--- config.mk ---
export PLATFORM = sky130hd
export DESIGN_NAME = wb_sdram_ctrl_top
export DESIGN_NICKNAME = d
export VERILOG_FILES = /design/src/verilog/sdram_ctrl_pkg.sv /design/src/verilog/wb_sdram_ctrl_top.sv /design/src/verilog/sdr_cmd_seq.sv /design/src/verilog/cmd_fifo.sv /design/src/verilog/wb_cmd_packer.sv
export VERILOG_INCLUDE_DIRS = /design/src /design/src/verilog
export SDC_FILE = /design/constraint.sdc
export NUM_CORES = 1
export LEC_CHECK = 0
export BUFFER_PORTS_ARGS = -buffer_cell sky130_fd_sc_hd__buf_2
export CORE_ASPECT_RATIO = 1.5
export CORE_MARGIN = 3
export CORE_UTILIZATION = 35
export DETAILED_ROUTE_END_ITERATION = 16
export MAX_ROUTING_LAYER = met4
export PLACE_DENSITY = 0.61
export SYNTH_ARGS = -nofsm -noshare
export SYNTH_HDL_FRONTEND = slang
export SYNTH_SLANG_ARGS = --single-unit
--- constraint.sdc ---
create_clock -name sdram_clk_0 -period 3.8 [get_ports sdram_clk_0]
set_input_delay 0.76 -clock sdram_clk_0 [delete_from_list [all_inputs] [get_ports sdram_clk_0]]
set_output_delay 0.76 -clock sdram_clk_0 [all_outputs]
set_load 0.03 [all_outputs]
--- src/verilog/sdram_ctrl_defs.svh ---
`ifndef SDRAM_CTRL_DEFS_SVH
`define SDRAM_CTRL_DEFS_SVH

// wishbone side
`define WB_DAT_W 32
`define WB_SEL_W 4
// word address is bank, row, column word
`define WB_ADR_W 23

// sdram pins
`define SDR_DQ_W  16
`define SDR_DQM_W 2
`define SDR_BA_W  2
`define SDR_A_W   13

// sdram timing in clock cycles
`define SDR_CL         2
`define SDR_TRCD       2
`define SDR_TRP        2
`define SDR_TRFC       7
`define SDR_REF_PERIOD 100

// command fifo
`define FIFO_DEPTH 4
`define FIFO_PTR_W 2

`endif
--- src/verilog/sdram_ctrl_pkg.sv ---
`default_nettype none

`include "sdram_ctrl_defs.svh"

package sdram_ctrl_pkg;

   typedef logic [`WB_DAT_W-1:0] wb_data_t;
   typedef logic [`WB_ADR_W-1:0] wb_adr_t;
   typedef logic [`WB_SEL_W-1:0] wb_sel_t;

   // one queued wishbone access
   typedef struct packed {
      wb_adr_t  adr;
      logic     we;
      wb_sel_t  sel;
      wb_data_t dat;
   } cmd_entry_t;

   // encoded as {ras_n, cas_n, we_n}
   typedef enum logic [2:0] {
      NOP       = 3'b111,
      ACTIVATE  = 3'b011,
      READ      = 3'b101,
      WRITE     = 3'b100,
      PRECHARGE = 3'b010,
      REFRESH   = 3'b001
   } sdr_cmd_e;

   typedef enum logic [2:0] {
      IDLE, ACT_WAIT, WR_HI, WR_LO, RD_WAIT, RD_LO, PRE_WAIT, REF_WAIT
   } seq_state_e;

endpackage

`default_nettype wire

--- src/verilog/wb_sdram_ctrl_top.sv ---
`default_nettype none

`include "sdram_ctrl_defs.svh"

module wb_sdram_ctrl_top (
   input  wire                    sdram_clk_0,
   input  wire                    wb_rst,
   input  wire [`WB_ADR_W-1:0]    wb_adr_i,
   input  wire [`WB_DAT_W-1:0]    wb_dat_i,
   input  wire [`WB_SEL_W-1:0]    wb_sel_i,
   input  wire                    wb_we_i,
   input  wire                    wb_cyc_i,
   input  wire                    wb_stb_i,
   input  wire [`SDR_DQ_W-1:0]    dq_i,
   output wire [`WB_DAT_W-1:0]    wb_dat_o,
   output wire                    wb_ack_o,
   output wire                    ras_n_o,
   output wire                    cas_n_o,
   output wire                    we_n_o,
   output wire [`SDR_BA_W-1:0]    ba_o,
   output wire [`SDR_A_W-1:0]     a_o,
   output wire [`SDR_DQM_W-1:0]   dqm_o,
   output wire [`SDR_DQ_W-1:0]    dq_o,
   output wire                    dq_oe_o
);

   // address, write flag, selects and data
   localparam int ENTRY_W = `WB_ADR_W + 1 + `WB_SEL_W + `WB_DAT_W;

   wire                 push;
   wire [ENTRY_W-1:0]   entry;
   wire                 fifo_full;
   wire                 pop;
   wire [ENTRY_W-1:0]   head;
   wire                 fifo_empty;
   wire                 rd_valid;
   wire [`WB_DAT_W-1:0] rd_data;
   wire [2:0]           seq_cmd;

   assign {ras_n_o, cas_n_o, we_n_o} = seq_cmd;

   wb_cmd_packer i_wb_cmd_packer (
      .sdram_clk_0 (sdram_clk_0),
      .wb_rst      (wb_rst),
      .wb_adr_i    (wb_adr_i),
      .wb_dat_i    (wb_dat_i),
      .wb_sel_i    (wb_sel_i),
      .wb_we_i     (wb_we_i),
      .wb_cyc_i    (wb_cyc_i),
      .wb_stb_i    (wb_stb_i),
      .fifo_full_i (fifo_full),
      .rd_valid_i  (rd_valid),
      .rd_data_i   (rd_data),
      .wb_dat_o    (wb_dat_o),
      .wb_ack_o    (wb_ack_o),
      .push_o      (push),
      .entry_o     (entry)
   );

   cmd_fifo i_cmd_fifo (
      .sdram_clk_0 (sdram_clk_0),
      .wb_rst      (wb_rst),
      .push_i      (push),
      .entry_i     (entry),
      .pop_i       (pop),
      .head_o      (head),
      .full_o      (fifo_full),
      .empty_o     (fifo_empty)
   );

   sdr_cmd_seq i_sdr_cmd_seq (
      .sdram_clk_0 (sdram_clk_0),
      .wb_rst      (wb_rst),
      .head_i      (head),
      .empty_i     (fifo_empty),
      .dq_i        (dq_i),
      .pop_o       (pop),
      .cmd_o       (seq_cmd),
      .ba_o        (ba_o),
      .a_o         (a_o),
      .dqm_o       (dqm_o),
      .dq_o        (dq_o),
      .dq_oe_o     (dq_oe_o),
      .rd_valid_o  (rd_valid),
      .rd_data_o   (rd_data)
   );

endmodule

`default_nettype wire

--- src/verilog/sdr_cmd_seq.sv ---
`default_nettype none

`include "sdram_ctrl_defs.svh"

module sdr_cmd_seq (
   input  wire                         sdram_clk_0,
   input  wire                         wb_rst,
   input  sdram_ctrl_pkg::cmd_entry_t  head_i,
   input  wire                         empty_i,
   input  wire [`SDR_DQ_W-1:0]         dq_i,
   output logic                        pop_o,
   output sdram_ctrl_pkg::sdr_cmd_e    cmd_o,
   output logic [`SDR_BA_W-1:0]        ba_o,
   output logic [`SDR_A_W-1:0]         a_o,
   output logic [`SDR_DQM_W-1:0]       dqm_o,
   output logic [`SDR_DQ_W-1:0]        dq_o,
   output logic                        dq_oe_o,
   output logic                        rd_valid_o,
   output sdram_ctrl_pkg::wb_data_t    rd_data_o
);

   localparam int COL_W     = `WB_ADR_W - `SDR_BA_W - `SDR_A_W;
   localparam int REF_CNT_W = $clog2(`SDR_REF_PERIOD);

   sdram_ctrl_pkg::seq_state_e state;
   sdram_ctrl_pkg::cmd_entry_t cur;

   logic [3:0]              wait_cnt;
   logic [REF_CNT_W-1:0]    ref_cnt;
   logic                    ref_tick;
   logic                    ref_req;
   logic                    ref_issue;
   logic                    rd_issue;
   logic [`SDR_CL-1:0]      rd_pipe;
   logic                    lo_stb;
   logic [`SDR_DQ_W-1:0]    hi_q;
   logic [`SDR_A_W-1:0]     col_addr;

   // column word times two, A10 set for auto-precharge
   assign col_addr = {{(`SDR_A_W-COL_W-3){1'b0}}, 1'b1, 1'b0, cur.adr[COL_W-1:0], 1'b0};

   assign ref_tick = (ref_cnt == REF_CNT_W'(`SDR_REF_PERIOD-1));

   always_comb begin
      cmd_o     = sdram_ctrl_pkg::NOP;
      ba_o      = cur.adr[`WB_ADR_W-1 -: `SDR_BA_W];
      a_o       = col_addr;
      dqm_o     = '0;
      dq_o      = '0;
      dq_oe_o   = 1'b0;
      pop_o     = 1'b0;
      ref_issue = 1'b0;
      rd_issue  = 1'b0;
      case (state)
         sdram_ctrl_pkg::IDLE: begin
            // refresh wins over a queued access
            if (ref_req) begin
               cmd_o     = sdram_ctrl_pkg::REFRESH;
               ref_issue = 1'b1;
            end else if (!empty_i) begin
               pop_o = 1'b1;
               cmd_o = sdram_ctrl_pkg::ACTIVATE;
               ba_o  = head_i.adr[`WB_ADR_W-1 -: `SDR_BA_W];
               a_o   = head_i.adr[COL_W +: `SDR_A_W];
            end
         end
         sdram_ctrl_pkg::WR_HI: begin
            cmd_o   = sdram_ctrl_pkg::WRITE;
            dqm_o   = ~cur.sel[3:2];
            dq_o    = cur.dat[31:16];
            dq_oe_o = 1'b1;
         end
         sdram_ctrl_pkg::WR_LO: begin
            dqm_o   = ~cur.sel[1:0];
            dq_o    = cur.dat[15:0];
            dq_oe_o = 1'b1;
         end
         sdram_ctrl_pkg::RD_WAIT: begin
            // first cycle of the wait carries the READ
            if (wait_cnt == 4'(`SDR_CL)) begin
               cmd_o    = sdram_ctrl_pkg::READ;
               rd_issue = 1'b1;
            end
         end
         default: begin
         end
      endcase
   end

   always_ff @(posedge sdram_clk_0 or posedge wb_rst) begin
      if (wb_rst) begin
         state    <= sdram_ctrl_pkg::IDLE;
         wait_cnt <= '0;
      end else begin
         case (state)
            sdram_ctrl_pkg::IDLE: begin
               if (ref_req) begin
                  state    <= sdram_ctrl_pkg::REF_WAIT;
                  wait_cnt <= 4'(`SDR_TRFC-1);
               end else if (!empty_i) begin
                  state    <= sdram_ctrl_pkg::ACT_WAIT;
                  wait_cnt <= 4'(`SDR_TRCD-2);
               end
            end
            sdram_ctrl_pkg::ACT_WAIT: begin
               if (wait_cnt != '0) begin
                  wait_cnt <= wait_cnt - 4'd1;
               end else if (cur.we) begin
                  state <= sdram_ctrl_pkg::WR_HI;
               end else begin
                  state    <= sdram_ctrl_pkg::RD_WAIT;
                  wait_cnt <= 4'(`SDR_CL);
               end
            end
            sdram_ctrl_pkg::WR_HI: begin
               state <= sdram_ctrl_pkg::WR_LO;
            end
            sdram_ctrl_pkg::RD_WAIT: begin
               if (wait_cnt != '0) begin
                  wait_cnt <= wait_cnt - 4'd1;
               end else begin
                  state <= sdram_ctrl_pkg::RD_LO;
               end
            end
            sdram_ctrl_pkg::WR_LO, sdram_ctrl_pkg::RD_LO: begin
               state    <= sdram_ctrl_pkg::PRE_WAIT;
               wait_cnt <= 4'(`SDR_TRP-1);
            end
            default: begin
               // precharge and refresh recovery
               if (wait_cnt != '0) begin
                  wait_cnt <= wait_cnt - 4'd1;
               end else begin
                  state <= sdram_ctrl_pkg::IDLE;
               end
            end
         endcase
      end
   end

   // refresh timer, a new tick beats a clear in the same cycle
   always_ff @(posedge sdram_clk_0 or posedge wb_rst) begin
      if (wb_rst) begin
         ref_cnt <= '0;
         ref_req <= 1'b0;
      end else begin
         ref_cnt <= ref_tick ? '0 : ref_cnt + 1'b1;
         if (ref_tick) begin
            ref_req <= 1'b1;
         end else if (ref_issue) begin
            ref_req <= 1'b0;
         end
      end
   end

   // read strobes, high beat at the edge ending cycle READ+CL
   always_ff @(posedge sdram_clk_0 or posedge wb_rst) begin
      if (wb_rst) begin
         rd_pipe    <= '0;
         lo_stb     <= 1'b0;
         rd_valid_o <= 1'b0;
      end else begin
         rd_pipe    <= {rd_pipe[`SDR_CL-2:0], rd_issue};
         lo_stb     <= rd_pipe[`SDR_CL-1];
         rd_valid_o <= lo_stb;
      end
   end

   always_ff @(posedge sdram_clk_0) begin
      if (pop_o) begin
         cur <= head_i;
      end
      if (rd_pipe[`SDR_CL-1]) begin
         hi_q <= dq_i;
      end
      if (lo_stb) begin
         rd_data_o <= {hi_q, dq_i};
      end
   end

endmodule

`default_nettype wire

--- src/verilog/cmd_fifo.sv ---
`default_nettype none

`include "sdram_ctrl_defs.svh"

module cmd_fifo (
   input  wire                         sdram_clk_0,
   input  wire                         wb_rst,
   input  wire                         push_i,
   input  sdram_ctrl_pkg::cmd_entry_t  entry_i,
   input  wire                         pop_i,
   output sdram_ctrl_pkg::cmd_entry_t  head_o,
   output logic                        full_o,
   output logic                        empty_o
);

   sdram_ctrl_pkg::cmd_entry_t mem [`FIFO_DEPTH];

   logic [`FIFO_PTR_W-1:0] wr_ptr;
   logic [`FIFO_PTR_W-1:0] rd_ptr;
   logic [`FIFO_PTR_W:0]   count;

   // show-ahead, head is valid whenever not empty
   assign head_o  = mem[rd_ptr];
   assign full_o  = (count == (`FIFO_PTR_W+1)'(`FIFO_DEPTH));
   assign empty_o = (count == '0);

   always_ff @(posedge sdram_clk_0) begin
      if (push_i) begin
         mem[wr_ptr] <= entry_i;
      end
   end

   // pointers wrap at the power-of-two depth
   always_ff @(posedge sdram_clk_0 or posedge wb_rst) begin
      if (wb_rst) begin
         wr_ptr <= '0;
         rd_ptr <= '0;
         count  <= '0;
      end else begin
         if (push_i) begin
            wr_ptr <= wr_ptr + 1'b1;
         end
         if (pop_i) begin
            rd_ptr <= rd_ptr + 1'b1;
         end
         case ({push_i, pop_i})
            2'b10:   count <= count + 1'b1;
            2'b01:   count <= count - 1'b1;
            default: count <= count;
         endcase
      end
   end

endmodule

`default_nettype wire

--- src/verilog/wb_cmd_packer.sv ---
`default_nettype none

module wb_cmd_packer (
   input  wire                         sdram_clk_0,
   input  wire                         wb_rst,
   input  sdram_ctrl_pkg::wb_adr_t     wb_adr_i,
   input  sdram_ctrl_pkg::wb_data_t    wb_dat_i,
   input  sdram_ctrl_pkg::wb_sel_t     wb_sel_i,
   input  wire                         wb_we_i,
   input  wire                         wb_cyc_i,
   input  wire                         wb_stb_i,
   input  wire                         fifo_full_i,
   input  wire                         rd_valid_i,
   input  sdram_ctrl_pkg::wb_data_t    rd_data_i,
   output sdram_ctrl_pkg::wb_data_t    wb_dat_o,
   output logic                        wb_ack_o,
   output logic                        push_o,
   output sdram_ctrl_pkg::cmd_entry_t  entry_o
);

   logic                     rd_pend;
   logic                     rd_ack_q;
   sdram_ctrl_pkg::wb_data_t rd_dat_q;

   // master holds everything until ack, so the bus is the entry
   always_comb begin
      entry_o.adr = wb_adr_i;
      entry_o.we  = wb_we_i;
      entry_o.sel = wb_sel_i;
      entry_o.dat = wb_dat_i;
   end

   // only one read may be in flight
   assign push_o = wb_cyc_i & wb_stb_i & ~rd_pend & ~fifo_full_i;

   // posted write acks on push, read acks when data is back
   assign wb_ack_o = (push_o & wb_we_i) | rd_ack_q;
   assign wb_dat_o = rd_dat_q;

   always_ff @(posedge sdram_clk_0 or posedge wb_rst) begin
      if (wb_rst) begin
         rd_pend  <= 1'b0;
         rd_ack_q <= 1'b0;
      end else begin
         rd_ack_q <= rd_valid_i;
         if (push_o && !wb_we_i) begin
            rd_pend <= 1'b1;
         end else if (rd_ack_q) begin
            rd_pend <= 1'b0;
         end
      end
   end

   // returned word, held for the ack cycle
   always_ff @(posedge sdram_clk_0) begin
      if (rd_valid_i) begin
         rd_dat_q <= rd_data_i;
      end
   end

endmodule

`default_nettype wire

## Word-level counts from Yosys, hierarchy flattened

Memories as Yosys holds them, arrays and structs flattened.
Index checks and enable logic that the tools add are counted.

| storage, ports and cells | value |
|---|---|
| register bits | 168 |
| bits in writable memories | 240 |
| output and inout bits | 70 |
| word-level logic and storage cells | 105 |
| memories | 1 |

Memory list:

| name | words | width | read ports | clocked after memory_dff | write ports | RTL line | RTL |
|---|---|---|---|---|---|---|---|
| i_cmd_fifo.mem | 4 | 60 | 1 | 0 | 1 | cmd_fifo.sv:16 | `` sdram_ctrl_pkg::cmd_entry_t mem [`FIFO_DEPTH]; `` |

| cells by class | value |
|---|---|
| add/subtract/negate cells | 6 |
| eq/ne operators | 15 |
| muxes and demuxes | 41 |
| bitwise gates (word level) | 10 |
| reduce and logical (&&, ||, !) cells | 13 |

Operators by type and width:

| kind | number |
|---|---|
| two-way mux 13 bit | 3 |
| case mux 16 bit (2 select lines) | 1 |
| two-way mux 3 bit | 8 |
| two-way mux 4 bit | 5 |
| case mux 4 bit (4 select lines) | 1 |
| case mux 3 bit (5 select lines) | 1 |
| two-way mux 1 bit | 14 |
| equality test 3 bit (second input constant) | 3 |
| case mux 3 bit (3 select lines) | 1 |
| two-way mux 2 bit | 4 |
| AND reduction 4 bit | 2 |
| nonzero test 4 bit | 2 |
| adder 7 x 1 -> 7 bit (second input constant) | 1 |
| equality test 7 bit (second input constant) | 1 |
| two-way mux 7 bit | 1 |
| equality test 3 x 2 -> 1 bit (second input constant) | 2 |
| zero test 3 bit | 2 |
| inequality test 3 bit (second input constant) | 2 |
| case mux 3 bit (2 select lines) | 1 |
| nonzero test 2 bit | 3 |
| adder 2 x 1 -> 2 bit (second input constant) | 2 |
| AND 1 bit | 4 |
| equality test 4 x 2 -> 1 bit (second input constant) | 1 |
| inequality test 2 bit (second input constant) | 2 |
| other kinds (14) | 18 |

## Logic depth before layout (Yosys ltp)

| depth | value |
|---|---|
| word-level depth | 6 |
| depth in mapped cells | 10 |
| depth with buffers taken out | 9 |

## Modules after synthesis

Synthesis repeated with hierarchy kept, for this count alone.

| second synthesis, totals | value |
|---|---|
| cells, all modules | 742 |
| area, all modules | 15,004.4 µm² |

By module, submodules not included:

| module | instances | cells an instance | area an instance (µm²) | sequential area each (µm²) |
|---|---|---|---|---|
| cmd_fifo | 1 | 351 | 9,130.0 | 7,382.1 |
| sdr_cmd_seq | 1 | 290 | 4,364.2 | 3,328.2 |
| wb_cmd_packer | 1 | 101 | 1,510.2 | 1,011.0 |

## Worst setup path after synthesis

OpenSTA, ideal clock, no wires.

| timing path | value |
|---|---|
| path type | flip-flop to flip-flop |
| start | register i_sdr_cmd_seq.state[2] |
| end | register i_cmd_fifo.count[2] |
| setup time | 0.079 ns |
| data arrival time | 3.148 ns |
| required time | 3.721 ns |
| slack | 0.573 ns |
| cell stages (with the launch flop) | 11 |
| buffers on the path | 1 |
| period minus slack after synthesis | 3.227 ns |
| path through | dfrtp_1 > buf_6 > nor4_4 > nand2_2 > inv_1 > ha_1 > inv_1 > fa_1 > xor2_1 > nor2_1 > xor2_1 |

| between the ends | value |
|---|---|
| word-level cells in the longest chain between the ends | 4 |
| elaborated cells between the ends (all ways) | 6 |

RTL lines:

| what | RTL line | RTL |
|---|---|---|
| from (decl) | sdr_cmd_seq.sv:25 | `sdram_ctrl_pkg::seq_state_e state;` |
| from (signal assigned) | sdr_cmd_seq.sv:92 | `state <= sdram_ctrl_pkg::IDLE;` |
| from (signal assigned) | sdr_cmd_seq.sv:98 | `state <= sdram_ctrl_pkg::REF_WAIT;` |
| from (signal assigned) | sdr_cmd_seq.sv:101 | `state <= sdram_ctrl_pkg::ACT_WAIT;` |
| zero test 3 bit (*) | sdr_cmd_seq.sv:54 | `case (state)` |
| two-way mux 1 bit (*) | sdr_cmd_seq.sv:54 |  |
| named net i_cmd_fifo.pop_i | cmd_fifo.sv:10 | `input wire pop_i,` |
| equality test 2 x 1 -> 1 bit or equality test 2 bit (tied branches) | cmd_fifo.sv:46 | `case ({push_i, pop_i})` |
| case mux 3 bit (2 select lines) or nonzero test 2 bit (tied branches) | - |  |
| to (signal assigned) | cmd_fifo.sv:47 | `2'b10: count <= count + 1'b1;` |
| to (signal assigned) | cmd_fifo.sv:48 | `2'b01: count <= count - 1'b1;` |
| to (signal assigned) | cmd_fifo.sv:49 | `default: count <= count;` |
| to (decl) | cmd_fifo.sv:20 | `` logic [`FIFO_PTR_W:0] count; `` |

The timed path passes the listed nets; every way through them passes the cells marked *.
A chain may end at the register's enable or synchronous reset.

## Final worst setup path

| timing path | value |
|---|---|
| start | register i_sdr_cmd_seq.state[1] |
| end | output a_o[3] |

| between the ends | value |
|---|---|
| word-level cells in the longest chain between the ends | 2 |

RTL lines:

| what | RTL line | RTL |
|---|---|---|
| zero test 3 bit | sdr_cmd_seq.sv:54 |  |
| two-way mux 13 bit | sdr_cmd_seq.sv:54 |  |
| to (decl) | wb_sdram_ctrl_top.sv:21 | `` output wire [`SDR_A_W-1:0] a_o, `` |

Every way passes these cells.

==> Flow_metrics.wiki <==
{| class="wikitable"
! Metric !! Value
|-
| Max-slew violations || 0
|-
| Worst Setup End Kind || output port
|-
| Power density cells || 641 nW/um^2
|-
| Count of input and output buffers || 149
|-
| Fraction of final layout cells sized beyond drive strength 1 || 34.7%
|-
| Count of vias placed by the detailed router || 6450
|-
| Critical path data required time || 3040 ps
|-
| Postcts setup bufs || 0
|-
| Cell types occupying the most area after synthesis || edfxtp_1 (76%), mux4_2 (9.3%), dfrtp_1 (4.8%)
|-
| Setup clock skew after layout || 30.3 ps
|-
| Data arrival time at the worst-slack endpoint || 2600 ps
|-
| Buffer type at the clock tree root || clkbuf_16
|-
| Leading area contributor after synthesis || edfxtp_1
|-
| Router iterations before antenna repair || 6
|-
| Max-cap violations || 0
|-
| Setup_tns || 0 ps
|-
| Endpoint of the worst hold-timing path || i_sdr_cmd_seq.rd_pipe[1]
|-
| Cell area after synthesis || 14500 um^2
|-
| Synth warn || 0
|-
| Layout Cells excl Fill || 1367
|-
| Post-DR vias/cell || 4.72
|-
| Via count of the first global-routing pass || 6852
|-
| Transition time at the pin with the least slew margin || 1070 ps
|-
| Fraction of the cycle the final worst path needs || 88.4%
|-
| Starting utilization of the core area || 35.7%
|-
| DR iter-0 viols || 402
|-
| Post-CTS Hold Fix Bufs || 0
|-
| Per-instance average area after synthesis || 22.2 um^2
|-
| Status || completed
|-
| Share of Yosys cell area claimed by the top area cell type || 76.2%
|-
| Maximum number of pins on one net before global-route repair || 49
|-
| Register area share after synthesis || 81.1%
|-
| FILL cells || 3561
|-
| Maximum clock frequency || 298 MHz
|-
| Height of the die || 255 um
|-
| Number of instances in the placed design || 1294
|-
| H-tree levels || 2
|-
| Number of sinks on the clock net || 395
|-
| Clock Pin Slew Worst Setup and Hold Paths || 70 ps
|-
| Most used flip-flop cell after synthesis || edfxtp_1
|-
| Hold path cells || 0
|-
| Worst reg-to-reg path cell count || 9
|-
| Number of placed I/O pins || 150
|-
| Peak supply drop || 0.284 mV
|-
| Total global routing track utilization || 12.5%
|-
| Nets || 916
|-
| Initial antenna violation count || 7
|-
| Reg2Reg Launch Point || i_sdr_cmd_seq.state[1]
|-
| Overflow left after global routing || 0
|-
| Type of the worst min-delay path || flip-flop to flip-flop
|-
| Wire per inst || 19.2 um
|-
| Estimated wirelength of the detail-placed design || 16.5 mm
|-
| Unrepaired setup endpoints after global routing || no
|-
| Min Clock Period, post-route || 3360 ps
|-
| Max FO, Critical Path || 17
|-
| Type of the setup path with the least slack || flip-flop to output port
|-
| Drt total wl || 26.3 mm
|-
| Final number of setup-violating endpoints || 0
|-
| Setup slack on the worst flop-to-flop path || 1030 ps
|-
| Gpl congestion || 0.745
|-
| Worst slew slack as a fraction of its limit || 28.4%
|-
| Synth unique cells || 49
|-
| Worst Setup Start Kind || flip-flop
|-
| Layout Area Growth over Synthesis || 17.8%
|-
| Number of nets produced by synthesis || 740
|-
| Worst-case clock buffer depth || 3
|-
| Count of unresolved DRC violations after routing || 0
|-
| CTS tree || done
|-
| Worst-skew pair later-pin latency || 540 ps
|-
| Die Area || 43800 um^2
|-
| Global-route wire length before repair || 39.9 mm
|-
| Fraction of registers with async set/reset || 7.09%
|-
| Number of buffers added by the clock tree synthesis step || 37
|-
| Cells resized by post-CTS repair || 0
|-
| EDFF count, synth || 367
|-
| Die boundary width || 172 um
|-
| Leakage power figure || 5.86 nW
|-
| Placeable core region || 40500 um^2
|-
| Mapped Cells || 651
|-
| Detail Route Antenna Nets || 0
|-
| Hold Violations, Final || 0
|-
| R2r endpoint || i_cmd_fifo.count[2]
|-
| Hold path startpoint || i_sdr_cmd_seq.rd_pipe[0]
|-
| Total number of placement rows || 90
|-
| Count of state elements after synthesis || 395
|}
## through the flow
step	setup WS, ps	hold WS [ps]	area [um^2]	util (%)	power (mW)
floorplan	573	331	14500	-	7.00
global placement	968	333	15900	39.1	7.52
detailed placement	938	335	15900	39.1	7.55
CTS	369	351	17000	41.9	11.1
global route	255	360	17000	42.0	11.4
finish	441	350	17000	42.0	10.9
## sequential cells by signal (all words and copies together) (netlist names)
register and flops:
i_wb_cmd_packer.rd_pend 1, i_cmd_fifo.rd_ptr 2, i_wb_cmd_packer.rd_ack_q 1, i_sdr_cmd_seq.wait_cnt 4, i_cmd_fifo.count 3, i_sdr_cmd_seq.hi_q 16
i_sdr_cmd_seq.ref_req 1, i_sdr_cmd_seq.col_addr 8, i_sdr_cmd_seq.rd_data_o 32, i_cmd_fifo.mem 240, i_wb_cmd_packer.wb_dat_o 32, i_sdr_cmd_seq.state 3
i_sdr_cmd_seq.rd_valid_o 1, i_sdr_cmd_seq.rd_pipe 2, i_sdr_cmd_seq.cur 39, i_sdr_cmd_seq.lo_stb 1, i_cmd_fifo.wr_ptr 2, i_sdr_cmd_seq.ref_cnt 7
## report_power, final
group | leakage [nW] | total, mW | internal (mW) | switching, mW
clock | 0.563 | 3.52 | 1.98 | 1.54
combinational | 1.66 | 1.96 | 0.964 | 1.00
sequential | 3.64 | 5.42 | 5.08 | 0.338
total | 5.86 | 10.9 | 8.03 | 2.87
## placed cells by master, fill, tap and decap left out, types with 4 or more instances in the layout
cell,count
clkinv_2,7
clkbuf_1,7
nand3_1,5
edfxtp_1,367
and3_1,6
nor2b_1,4
buf_4,9
xnor2_1,7
and2_4,4
nor2_1,26
nand2_1,9
nor3_1,4
a21oi_1,6
diode_2,7
mux4_2,60
mux2_4,8
mux2i_1,18
xor2_1,4
buf_12,4
dfrtp_1,25
buf_2,149
ha_1,8
inv_1,14
nand2b_1,5
clkinv_1,7
clkbuf_16,38
## routing by layer
layer	vias to the layer above	GRT usage [%]	part of all wire, %
met3	49	2.83	5.0
met1	3265	13.8	39
li1	2988	-	-
met4	0	4.66	2.8
met2	148	21.9	54
met5	-	-	0
## layout make-up
| class | count | area, um^2 | share of cell area (%) |
|---|---|---|---|
| sequential | 395 | 11700 | 68.9 |
| antenna | 7 | 17.5 | 0.103 |
| timing repair buffer | 162 | 893 | 5.25 |
| multi-input combinational | 216 | 2540 | 14.9 |
| inverter | 15 | 56.3 | 0.331 |
| clock buffer | 45 | 977 | 5.74 |
| clock inverter | 21 | 171 | 1.01 |
| tap | 506 | 633 | 3.72 |
## logic make-up after synthesis
kind of cell / share of synthesized area, %
AND/OR/NAND/NOR: 2.68
XOR/XNOR: 0.667
multiplexers: 11.6
buffers and inverters: 1.39
AO/OA/AOI/OAI: 1.75
flip-flops: 81.1
adder cells (fa/ha/maj): 0.831
## critical path, cell delays in order, from the launching register on
cell	delay [ps]
dfrtp_1	570
nor4_4	550
nand2_2	370
mux2_4	390
buf_2	180
## synth_stat cells, drive strengths merged (2+ instances only)
| cell | number |
|---|---|
| edfxtp | 367 |
| mux4 | 60 |
| dfrtp | 28 |
| nor2 | 26 |
| mux2i | 18 |
| buf | 17 |
| inv | 15 |
| mux2 | 10 |
| nand2 | 10 |
| clkbuf | 8 |
| ha | 8 |
| xnor2 | 7 |
| a21oi | 6 |
| and3 | 6 |
| o21ai | 6 |
| and2 | 5 |
| nand2b | 5 |
| nand3 | 5 |
| nor2b | 4 |
| nor3 | 4 |
| xor2 | 4 |
| a211oi | 3 |
| o21bai | 3 |
| o22ai | 3 |
| a21o | 2 |
| a221oi | 2 |
| a31oi | 2 |
| nor3b | 2 |
| nor4 | 2 |
## how the worst max path moves through the flow
stage	cells after the start	slack, ps	endpoint	from
after floorplan	10	570	i_cmd_fifo.count[2]	i_sdr_cmd_seq.state[2]
after global placement	4	970	a_o[2]	i_sdr_cmd_seq.state[2]
after detailed placement	4	940	a_o[6]	i_sdr_cmd_seq.state[2]
after CTS	4	370	a_o[6]	i_sdr_cmd_seq.state[1]
after global routing	4	260	a_o[2]	i_sdr_cmd_seq.state[1]
final	4	440	a_o[3]	i_sdr_cmd_seq.state[1]
(Power assumes the default switching activity.)
